$ cat src/hdl/core_config.svh
// build-time constants for the clk_74a glue
// bridge widths, reset hold, hsync delay
// data-slot ids, save size and video slot word bits

`ifndef CORE_CONFIG_SVH
`define CORE_CONFIG_SVH

// bridge address and data width
`define CORE_ADDR_W 32

// reset hold after a reg_reset write, in clk_74a cycles
`define CORE_RESET_HOLD 1048576

// hsync delay load, keeps hs clear of the vs pulse
`define CORE_HS_DELAY 7

// data-slot ids as given in data.json
`define CORE_SLOT_ROM_ID 16'd0
`define CORE_SLOT_PALETTE_ID 16'd11

// save size word and where it lands in the datatable
// slot index 1 -> word 1 * 2 + 1
`define CORE_SAVE_SIZE 32'h0004_0000
`define CORE_SAVE_TABLE_ADDR 10'd3

// settings field widths
`define CORE_PALETTE_W 3
`define CORE_AIM_SPEED_W 8
`define CORE_TURBO_W 3

// video
`define CORE_RGB_W 24
`define CORE_SLOT_HIDE_BIT 14
`define CORE_SLOT_SQUARE_BIT 13

`endif

$ cat src/hdl/core_pkg.sv
// shared types for the clk_74a glue
// bridge register offsets, region codes, download state

`include "core_config.svh"

package core_pkg;

  ////////////////////////////////////////
  // bridge register map
  ////////////////////////////////////////

  // write-only settings, one field per word
  typedef enum logic [`CORE_ADDR_W-1:0] {
    // core control
    reg_reset         = 32'h0000_0050,
    reg_region        = 32'h0000_0054,
    // video settings
    reg_hide_overscan = 32'h0000_0200,
    reg_mask_edges    = 32'h0000_0204,
    reg_extra_sprites = 32'h0000_0208,
    reg_palette       = 32'h0000_020C,
    reg_square_pixels = 32'h0000_0210,
    // input settings
    reg_multitap      = 32'h0000_0300,
    reg_lightgun      = 32'h0000_0304,
    reg_aim_speed     = 32'h0000_0308,
    reg_swap          = 32'h0000_030C,
    reg_turbo         = 32'h0000_0310
  } bridge_reg_e;

  // console region, drives the core sys_type
  typedef enum logic [1:0] {
    region_ntsc  = 2'd0,
    region_pal   = 2'd1,
    region_dendy = 2'd2
  } region_e;

  // data-slot download tracker
  typedef enum logic {
    dl_idle,
    dl_active
  } download_e;

endpackage

$ cat src/hdl/settings_regs.sv
// bridge-written emulator settings
// reset-hold down-counter and region-change reset
// effective overscan hide for the video slot word

`timescale 1ns/1ps

`include "core_config.svh"

module settings_regs
  import core_pkg::*;
#(
  parameter int unsigned RESET_HOLD = `CORE_RESET_HOLD
) (
  input  logic                         clk_74a,
  input  logic                         pll_core_locked,

  // bridge write strobe
  input  logic                         bridge_wr,
  input  logic [`CORE_ADDR_W-1:0]      bridge_addr,
  input  logic [`CORE_ADDR_W-1:0]      bridge_wr_data,

  // settings toward the core
  output region_e                      region,
  output logic                         hide_overscan_eff,
  output logic [1:0]                   mask_vid_edges,
  output logic                         allow_extra_sprites,
  output logic [`CORE_PALETTE_W-1:0]   selected_palette,
  output logic                         square_pixels,
  output logic                         multitap_enabled,
  output logic                         lightgun_enabled,
  output logic [`CORE_AIM_SPEED_W-1:0] lightgun_dpad_aim_speed,
  output logic                         swap_controllers,
  output logic [`CORE_TURBO_W-1:0]     turbo_speed,
  output logic                         external_reset
);

  // counter wide enough to hold RESET_HOLD itself
  localparam int CNT_W = $clog2(RESET_HOLD + 1);

  logic             hide_overscan;
  region_e          prev_region;
  logic [CNT_W-1:0] reset_cnt;

  ////////////////////////////////////////
  // register file and reset hold
  ////////////////////////////////////////

  always_ff @(posedge clk_74a or negedge pll_core_locked) begin
    if (!pll_core_locked) begin
      region                  <= region_ntsc;
      prev_region             <= region_ntsc;
      hide_overscan           <= 1'b0;
      mask_vid_edges          <= '0;
      allow_extra_sprites     <= 1'b0;
      selected_palette        <= '0;
      square_pixels           <= 1'b0;
      multitap_enabled        <= 1'b0;
      lightgun_enabled        <= 1'b0;
      lightgun_dpad_aim_speed <= '0;
      swap_controllers        <= 1'b0;
      turbo_speed             <= '0;
      reset_cnt               <= '0;
    end else begin
      // one cycle behind, for change detect
      prev_region <= region;

      // hold counts down to zero and sticks
      if (reset_cnt != '0) begin
        reset_cnt <= reset_cnt - 1'b1;
      end

      if (bridge_wr) begin
        // low bits only, at field width
        case (bridge_addr)
          reg_reset:         reset_cnt <= CNT_W'(RESET_HOLD);
          reg_region:        region <= region_e'(bridge_wr_data[1:0]);
          reg_hide_overscan: hide_overscan <= bridge_wr_data[0];
          reg_mask_edges:    mask_vid_edges <= bridge_wr_data[1:0];
          reg_extra_sprites: allow_extra_sprites <= bridge_wr_data[0];
          reg_palette: begin
            selected_palette <= bridge_wr_data[`CORE_PALETTE_W-1:0];
          end
          reg_square_pixels: square_pixels <= bridge_wr_data[0];
          reg_multitap:      multitap_enabled <= bridge_wr_data[0];
          reg_lightgun:      lightgun_enabled <= bridge_wr_data[0];
          reg_aim_speed: begin
            lightgun_dpad_aim_speed <= bridge_wr_data[`CORE_AIM_SPEED_W-1:0];
          end
          reg_swap:          swap_controllers <= bridge_wr_data[0];
          reg_turbo:         turbo_speed <= bridge_wr_data[`CORE_TURBO_W-1:0];
          // unmapped offset, nothing moves
          default: ;
        endcase
      end
    end
  end

  ////////////////////////////////////////
  // derived outputs
  ////////////////////////////////////////

  // held reset, or one cycle right after a region change
  assign external_reset = (reset_cnt != '0) || (region != prev_region);

  // overscan hide only means something on ntsc timing
  assign hide_overscan_eff = hide_overscan && (region == region_ntsc);

  // hold count bounded by the load value
  a_reset_cnt_bound : assert property (
    @(posedge clk_74a) disable iff (!pll_core_locked)
    reset_cnt <= RESET_HOLD
  );

endmodule

$ cat src/hdl/dataslot_tracker.sv
// data-slot download tracking with latched slot id
// per-slot download flags for program image and palette
// save-size datatable write

`timescale 1ns/1ps

`include "core_config.svh"

module dataslot_tracker
  import core_pkg::*;
(
  input  logic        clk_74a,
  input  logic        pll_core_locked,

  // data-slot strobes from the host command handler
  input  logic        dataslot_requestwrite,
  input  logic [15:0] dataslot_requestwrite_id,
  input  logic        dataslot_allcomplete,

  // from the core, mapper has battery ram
  input  logic        has_save,

  output logic        is_downloading,
  output logic        ioctl_download,
  output logic        palette_download,

  // datatable port
  output logic [9:0]  datatable_addr,
  output logic        datatable_wren,
  output logic [31:0] datatable_data
);

  download_e   state;
  logic [15:0] slot_id;

  // request wins over a same-cycle allcomplete
  always_ff @(posedge clk_74a or negedge pll_core_locked) begin
    if (!pll_core_locked) begin
      state   <= dl_idle;
      slot_id <= '0;
    end else if (dataslot_requestwrite) begin
      state   <= dl_active;
      // latched, stays put for the whole transfer
      slot_id <= dataslot_requestwrite_id;
    end else if (dataslot_allcomplete) begin
      state <= dl_idle;
    end
  end

  assign is_downloading   = (state == dl_active);
  assign ioctl_download   = is_downloading && (slot_id == `CORE_SLOT_ROM_ID);
  assign palette_download = is_downloading && (slot_id == `CORE_SLOT_PALETTE_ID);

  ////////////////////////////////////////
  // save size datatable entry
  ////////////////////////////////////////

  // fixed word, rewritten every cycle once out of reset
  assign datatable_addr = `CORE_SAVE_TABLE_ADDR;

  always_ff @(posedge clk_74a or negedge pll_core_locked) begin
    if (!pll_core_locked) begin
      datatable_wren <= 1'b0;
      datatable_data <= '0;
    end else begin
      datatable_wren <= 1'b1;
      datatable_data <= has_save ? `CORE_SAVE_SIZE : 32'h0;
    end
  end

  // slot ids are distinct, so only one loader ever runs
  a_one_loader : assert property (
    @(posedge clk_74a) disable iff (!pll_core_locked)
    !(ioctl_download && palette_download)
  );

endmodule

$ cat src/hdl/video_conditioner.sv
// registered video stream toward the scaler
// data enable and pixels, end-of-line slot word
// delayed hsync pulse and single-cycle vsync pulse

`timescale 1ns/1ps

`include "core_config.svh"

module video_conditioner (
  input  logic                   clk_74a,
  input  logic                   pll_core_locked,

  // raw timing and pixels from the core
  input  logic                   core_hblank,
  input  logic                   core_vblank,
  input  logic                   core_hs,
  input  logic                   core_vs,
  input  logic [`CORE_RGB_W-1:0] core_rgb,

  // flags carried in the slot word
  input  logic                   hide_overscan_eff,
  input  logic                   square_pixels,

  output logic                   video_de,
  output logic                   video_hs,
  output logic                   video_vs,
  output logic [`CORE_RGB_W-1:0] video_rgb
);

  localparam int HS_W = $clog2(`CORE_HS_DELAY + 1);

  logic                   de;
  logic                   de_prev;
  logic                   hs_prev;
  logic                   vs_prev;
  logic [HS_W-1:0]        hs_delay;
  logic [`CORE_RGB_W-1:0] slot_word;

  // active area, neither blank
  assign de = !(core_hblank || core_vblank);

  // scaler slot word, sent once after each active line
  always_comb begin
    slot_word                        = '0;
    slot_word[`CORE_SLOT_HIDE_BIT]   = hide_overscan_eff;
    slot_word[`CORE_SLOT_SQUARE_BIT] = square_pixels;
  end

  ////////////////////////////////////////
  // output registers
  ////////////////////////////////////////

  always_ff @(posedge clk_74a or negedge pll_core_locked) begin
    if (!pll_core_locked) begin
      video_de  <= 1'b0;
      video_hs  <= 1'b0;
      video_vs  <= 1'b0;
      video_rgb <= '0;
      de_prev   <= 1'b0;
      hs_prev   <= 1'b0;
      vs_prev   <= 1'b0;
      hs_delay  <= '0;
    end else begin
      video_de <= de;

      // pixels while active
      // slot word on the first blank cycle
      // black elsewhere
      if (de) begin
        video_rgb <= core_rgb;
      end else if (de_prev) begin
        video_rgb <= slot_word;
      end else begin
        video_rgb <= '0;
      end

      // hs fires as the count passes 1
      video_hs <= (hs_delay == HS_W'(1));

      if (!hs_prev && core_hs) begin
        // new rise restarts the window
        hs_delay <= HS_W'(`CORE_HS_DELAY);
      end else if (hs_delay != '0) begin
        hs_delay <= hs_delay - 1'b1;
      end

      // vs only on the sampled rise
      video_vs <= !vs_prev && core_vs;

      // edge history
      de_prev <= de;
      hs_prev <= core_hs;
      vs_prev <= core_vs;
    end
  end

  ////////////////////////////////////////
  // sync pulse checks
  ////////////////////////////////////////

  a_hs_single : assert property (
    @(posedge clk_74a) disable iff (!pll_core_locked)
    video_hs |=> !video_hs
  );

  a_vs_single : assert property (
    @(posedge clk_74a) disable iff (!pll_core_locked)
    video_vs |=> !video_vs
  );

endmodule

$ cat src/hdl/core_top.sv
// clk_74a glue top level
// settings registers, data-slot tracker, video conditioner

`timescale 1ns/1ps

`include "core_config.svh"

module core_top
  import core_pkg::*;
#(
  parameter int unsigned RESET_HOLD = `CORE_RESET_HOLD
) (
  input  logic                         clk_74a,
  input  logic                         pll_core_locked,

  // bridge, writes only
  input  logic                         bridge_wr,
  input  logic [`CORE_ADDR_W-1:0]      bridge_addr,
  input  logic [`CORE_ADDR_W-1:0]      bridge_wr_data,

  // data slots
  input  logic                         dataslot_requestwrite,
  input  logic [15:0]                  dataslot_requestwrite_id,
  input  logic                         dataslot_allcomplete,
  input  logic                         has_save,
  output logic                         is_downloading,
  output logic                         ioctl_download,
  output logic                         palette_download,
  output logic [9:0]                   datatable_addr,
  output logic                         datatable_wren,
  output logic [31:0]                  datatable_data,

  // core video in
  input  logic                         core_hblank,
  input  logic                         core_vblank,
  input  logic                         core_hs,
  input  logic                         core_vs,
  input  logic [`CORE_RGB_W-1:0]       core_rgb,

  // scaler video out
  output logic                         video_de,
  output logic                         video_hs,
  output logic                         video_vs,
  output logic [`CORE_RGB_W-1:0]       video_rgb,

  // settings toward the core
  output region_e                      region,
  output logic [1:0]                   mask_vid_edges,
  output logic                         allow_extra_sprites,
  output logic [`CORE_PALETTE_W-1:0]   selected_palette,
  output logic                         multitap_enabled,
  output logic                         lightgun_enabled,
  output logic [`CORE_AIM_SPEED_W-1:0] lightgun_dpad_aim_speed,
  output logic                         swap_controllers,
  output logic [`CORE_TURBO_W-1:0]     turbo_speed,
  output logic                         external_reset
);

  // slot word flags, settings to video only
  logic hide_overscan_eff;
  logic square_pixels;

  settings_regs #(
    .RESET_HOLD (RESET_HOLD)
  ) u_settings_regs (
    .clk_74a                 (clk_74a),
    .pll_core_locked         (pll_core_locked),
    .bridge_wr               (bridge_wr),
    .bridge_addr             (bridge_addr),
    .bridge_wr_data          (bridge_wr_data),
    .region                  (region),
    .hide_overscan_eff       (hide_overscan_eff),
    .mask_vid_edges          (mask_vid_edges),
    .allow_extra_sprites     (allow_extra_sprites),
    .selected_palette        (selected_palette),
    .square_pixels           (square_pixels),
    .multitap_enabled        (multitap_enabled),
    .lightgun_enabled        (lightgun_enabled),
    .lightgun_dpad_aim_speed (lightgun_dpad_aim_speed),
    .swap_controllers        (swap_controllers),
    .turbo_speed             (turbo_speed),
    .external_reset          (external_reset)
  );

  dataslot_tracker u_dataslot_tracker (
    .clk_74a                  (clk_74a),
    .pll_core_locked          (pll_core_locked),
    .dataslot_requestwrite    (dataslot_requestwrite),
    .dataslot_requestwrite_id (dataslot_requestwrite_id),
    .dataslot_allcomplete     (dataslot_allcomplete),
    .has_save                 (has_save),
    .is_downloading           (is_downloading),
    .ioctl_download           (ioctl_download),
    .palette_download         (palette_download),
    .datatable_addr           (datatable_addr),
    .datatable_wren           (datatable_wren),
    .datatable_data           (datatable_data)
  );

  video_conditioner u_video_conditioner (
    .clk_74a           (clk_74a),
    .pll_core_locked   (pll_core_locked),
    .core_hblank       (core_hblank),
    .core_vblank       (core_vblank),
    .core_hs           (core_hs),
    .core_vs           (core_vs),
    .core_rgb          (core_rgb),
    .hide_overscan_eff (hide_overscan_eff),
    .square_pixels     (square_pixels),
    .video_de          (video_de),
    .video_hs          (video_hs),
    .video_vs          (video_vs),
    .video_rgb         (video_rgb)
  );

endmodule

$ cat config.mk
export PLATFORM = sky130hd
export DESIGN_NAME = core_top
export DESIGN_NICKNAME = d
export VERILOG_FILES = /design/src/hdl/core_pkg.sv /design/src/hdl/settings_regs.sv /design/src/hdl/dataslot_tracker.sv /design/src/hdl/video_conditioner.sv /design/src/hdl/core_top.sv
export VERILOG_INCLUDE_DIRS = /design/src /design/src/hdl
export SDC_FILE = /design/constraint.sdc
export NUM_CORES = 1
export LEC_CHECK = 0
export BUFFER_PORTS_ARGS = -buffer_cell sky130_fd_sc_hd__buf_2
export CAP_MARGIN = 20
export CORE_MARGIN = 2
export CORE_UTILIZATION = 45
export CTS_CLUSTER_SIZE = 14
export DETAILED_ROUTE_END_ITERATION = 8
export PLACE_DENSITY = 0.77
export SYNTH_ARGS = -nofsm -noshare
export SYNTH_HDL_FRONTEND = slang
export SYNTH_SLANG_ARGS = --single-unit
$ cat constraint.sdc
create_clock -name clk_74a -period 5.4 [get_ports clk_74a]
set_clock_uncertainty 0.05 [all_clocks]
set_input_delay 1.08 -clock clk_74a [delete_from_list [all_inputs] [get_ports clk_74a]]
set_output_delay 1.08 -clock clk_74a [all_outputs]
set_load 0.01 [all_outputs]
==> summary.md <==
| Metric | Value |
|---|---|
| Outcome | `complete, no violations` |
| Global Route Usage Sum | `0.187` |
| Slew margin rel. | `0.468` |
| Latest clock arrival within the worst-skew pair | `350 ps` |
| Placement-stage worst setup slack | `2000 ps` |
| Antenna violations before repair | `0` |
| Core Footprint | `0.00982 mm^2` |
| Grt ovf | `0` |
| Leakage power | `2.64 nW` |
| CTS tree | `done` |
| Layout cells sized above 1 | `0.401` |
| IO Count | `210` |
| Aggregate negative setup slack | `0 ps` |
| Share of the synthesized area in the top cell type | `0.537` |
| Routed length on met2 | `5020 um` |
| Count of hold-fix buffers inserted at cts | `0` |
| Slowest-stage cell, CP | `or4b_1` |
| Die area | `0.0110 mm^2` |
| Final worst path period share | `0.642` |
| Primary FF master, synth | `dfrtp_1` |
| Average detailed-routed wire length per instance | `14.6 um` |
| Slew @ Worst Pin | `796 ps` |
| Biggest area consumer among synthesized cells | `dfrtp_1` |
| Total clock sinks | `98` |
| Uppermost signal routing layer after detailed routing | `met4` |
| Mean Syn Cell Area | `11.7 um^2` |
| Number of fill cells | `881` |
| Area delta synth->final | `20.0%` |
| Chain of cells forming the critical path | `inv_1 -> ha_1 -> or4b_1 -> nor4_4 -> nand4_1 -> buf_2` |
| Number of instances in the synthesized netlist | `391` |
| Number of buffers added for setup after CTS | `0` |
| Portion of the post-synthesis area used by sequential elements | `0.537` |
| CP Class | `reg2out` |
| Residual antenna-violating net count after detailed routing | `0` |
| Effective utilization at floorplan | `0.465` |
| CP Max Fanout | `5` |
| Overall Power | `1.42 mW` |
| Global-route wire length before repair | `16,700 um` |
| Count of unresolved DRC violations after routing | `0` |
| Number of synthesis warnings | `0` |
| Total count of hold-check failures in the final report | `0` |
| Cell area reported after detailed placement | `0.00528 mm^2` |
| Final number of max-transition violations | `0` |
| Minimum clock period | `3470 ps` |
| CTS clock-pin slew for the worst setup and hold paths | `100 ps` |
| Total of cells resized after clock tree synthesis | `0` |
| Unrepaired setup endpoints after global routing | `no` |
| Least setup slack across all paths after layout | `1930 ps` |
| Total length of routed wires | `9870 um` |
| Endpoint kind of the worst setup timing path | `output pin` |
| Final non-filler cell area | `0.00548 mm^2` |
| DR pass1 iterations | `5` |
| Most used standard cell by instance count after synthesis | `dfrtp_1` |
| Y dimension of the die | `105 um` |
| Nature of the critical path startpoint | `register` |
| Flops & latches, synth | `98` |
| Weighted congestion reported at the end of routability-driven placement | `0.790` |
| Worst IR drop on VDD | `173 uV` |
| Synth async-reset ratio | `1.00` |
| Area of the mapped netlist | `0.00456 mm^2` |
| P per Cell Area | `259 mW/mm^2` |
| Layout net count | `655` |
| Most instantiated cells after synthesis | `98 x dfrtp_1, 41 x buf_4, 40 x mux2_2, 22 x and2_1, 20 x nor4_1` |
| # Max-Cap Violations | `0` |
| Count of buffer and inverter cells on the critical path | `2` |
| Worst path required time | `4270 ps` |
| Post-synth EDFFs | `0` |
| Number of global-route vias before repair | `3,549` |
| Post-Route M1 WL | `4000 um` |
| Std-Cell Rows | `36` |
| Synth unique cells | `49` |
| Achievable clock frequency | `0.289 GHz` |
| Detail Route met3 WL | `664 um` |
| # H-tree levels | `3` |
| Detailed placer's ending HPWL | `7450 um` |
| Critical Path Max Stage Delay | `540 ps` |
| Number of DRC markers after the initial detailed-route iteration | `159` |
| Maximum number of pins on one net before global-route repair | `56` |
| Width of the die | `105 um` |
| Worst min-delay path category | `reg2reg` |
| Count of vias placed by the detailed router | `3,410` |
| Final-report setup violation count | `0` |
| CTS Buffer Depth | `2` |
| Antenna cell count | `0` |
| Post-route worst hold slack | `372 ps` |
| Port Buffer Count | `144` |
| Cell chosen for the clock root | `clkbuf_8` |
| Dominant cells by area after synthesis | `dfrtp_1 54%, mux2_2 9.9%, buf_4 6.7%` |
| Dominant delay contributor by cell family on the critical path | `simple AND/OR/NAND/NOR gates` |
| Vias per cell | `5.06` |
| Data arrival time of the critical path | `2340 ps` |
| TritonCTS Buffers | `9` |
[where the power goes]
part	total [mW]	internal, mW	leakage, nW	switching [mW]
clock	0.480	0.228	0.107	0.252
sequential	0.783	0.767	1.20	0.0161
combinational	0.152	0.0683	1.33	0.0841
[final cells by class]
class / count / area (um^2) / area share
tap: 133 / 166 / 0.0304
clock buffer: 10 / 138 / 0.0251
inverter: 5 / 18.8 / 0.00343
sequential: 98 / 2450 / 0.448
clock inverter: 6 / 62.6 / 0.0114
timing repair buffer: 148 / 757 / 0.138
multi-input combinational: 274 / 1880 / 0.343
[per-stage QoR]
step / instances / util
6_report: 674 / 0.558
3_5_place_dp: 658 / 0.537
3_3_place_gp: 657 / 0.536
5_1_grt: 674 / 0.558
4_1_cts: 674 / 0.558
2_1_floorplan: 431 / -
[final timing paths]
path	depth (start not counted)	to	start	slack, ps
setup / recovery	6	external_reset	u_settings_regs.reset_cnt[0]	1930
hold / removal	1	u_video_conditioner.video_vs	u_video_conditioner.vs_prev	370
setup reg to reg	6	u_settings_regs.reset_cnt[18]	u_settings_regs.reset_cnt[0]	2820
hold reg to reg	1	u_video_conditioner.video_vs	u_video_conditioner.vs_prev	370
max in group asynchronous	2	u_dataslot_tracker.slot_id[7]	pll_core_locked	3550
min in group asynchronous	1	u_settings_regs.selected_palette[0]	pll_core_locked	660
[cells by family (layout without fill, tap and decap cells)]
group | count (synthesis) | after routing | synth area share
and+or+nand+nor | 136 | 136 | 0.192
adders and majority gates | 5 | 5 | 0.0137
buffers and inverters | 59 | 169 | 0.0847
DFF | 98 | 98 | 0.537
xor gates and xnor gates | 3 | 3 | 0.00576
muxes | 41 | 41 | 0.101
other | 2 | 42 | 0.00165
AOI/OAI and AO/OA | 47 | 47 | 0.0642
[flip-flops by register name, summed over array words and instances, names as in the netlist, 2 cells and up]
name	flops
u_settings_regs.turbo_speed	3
u_settings_regs.selected_palette	3
u_settings_regs.prev_region	2
u_settings_regs.reset_cnt	21
u_video_conditioner.hs_delay	3
u_settings_regs.lightgun_dpad_aim_speed	8
u_settings_regs.region	2
u_dataslot_tracker.slot_id	16
u_settings_regs.mask_vid_edges	2
u_video_conditioner.video_rgb	24
[placed cells by master, fill, tap and decap left out, types with 6 or more instances in the layout]
master,n
clkbuf_8,10
nor3_1,9
o21ai_0,12
nand4_1,9
and2_1,22
mux2_2,40
dfrtp_1,98
a21oi_1,17
nor4_1,19
nor4_2,6
nor2_1,13
or4_1,7
buf_2,143
nand2_1,18
conb_1,42
[metal layers]
metal / GRT usage / vias up
met3: 0.0518 / 17
met2: 0.315 / 147
met1: 0.227 / 1627
li1: - / 1619
met4: 0.0790 / 0
met5: 0 / -
No activity file was read; power rests on OpenSTA's default activity.
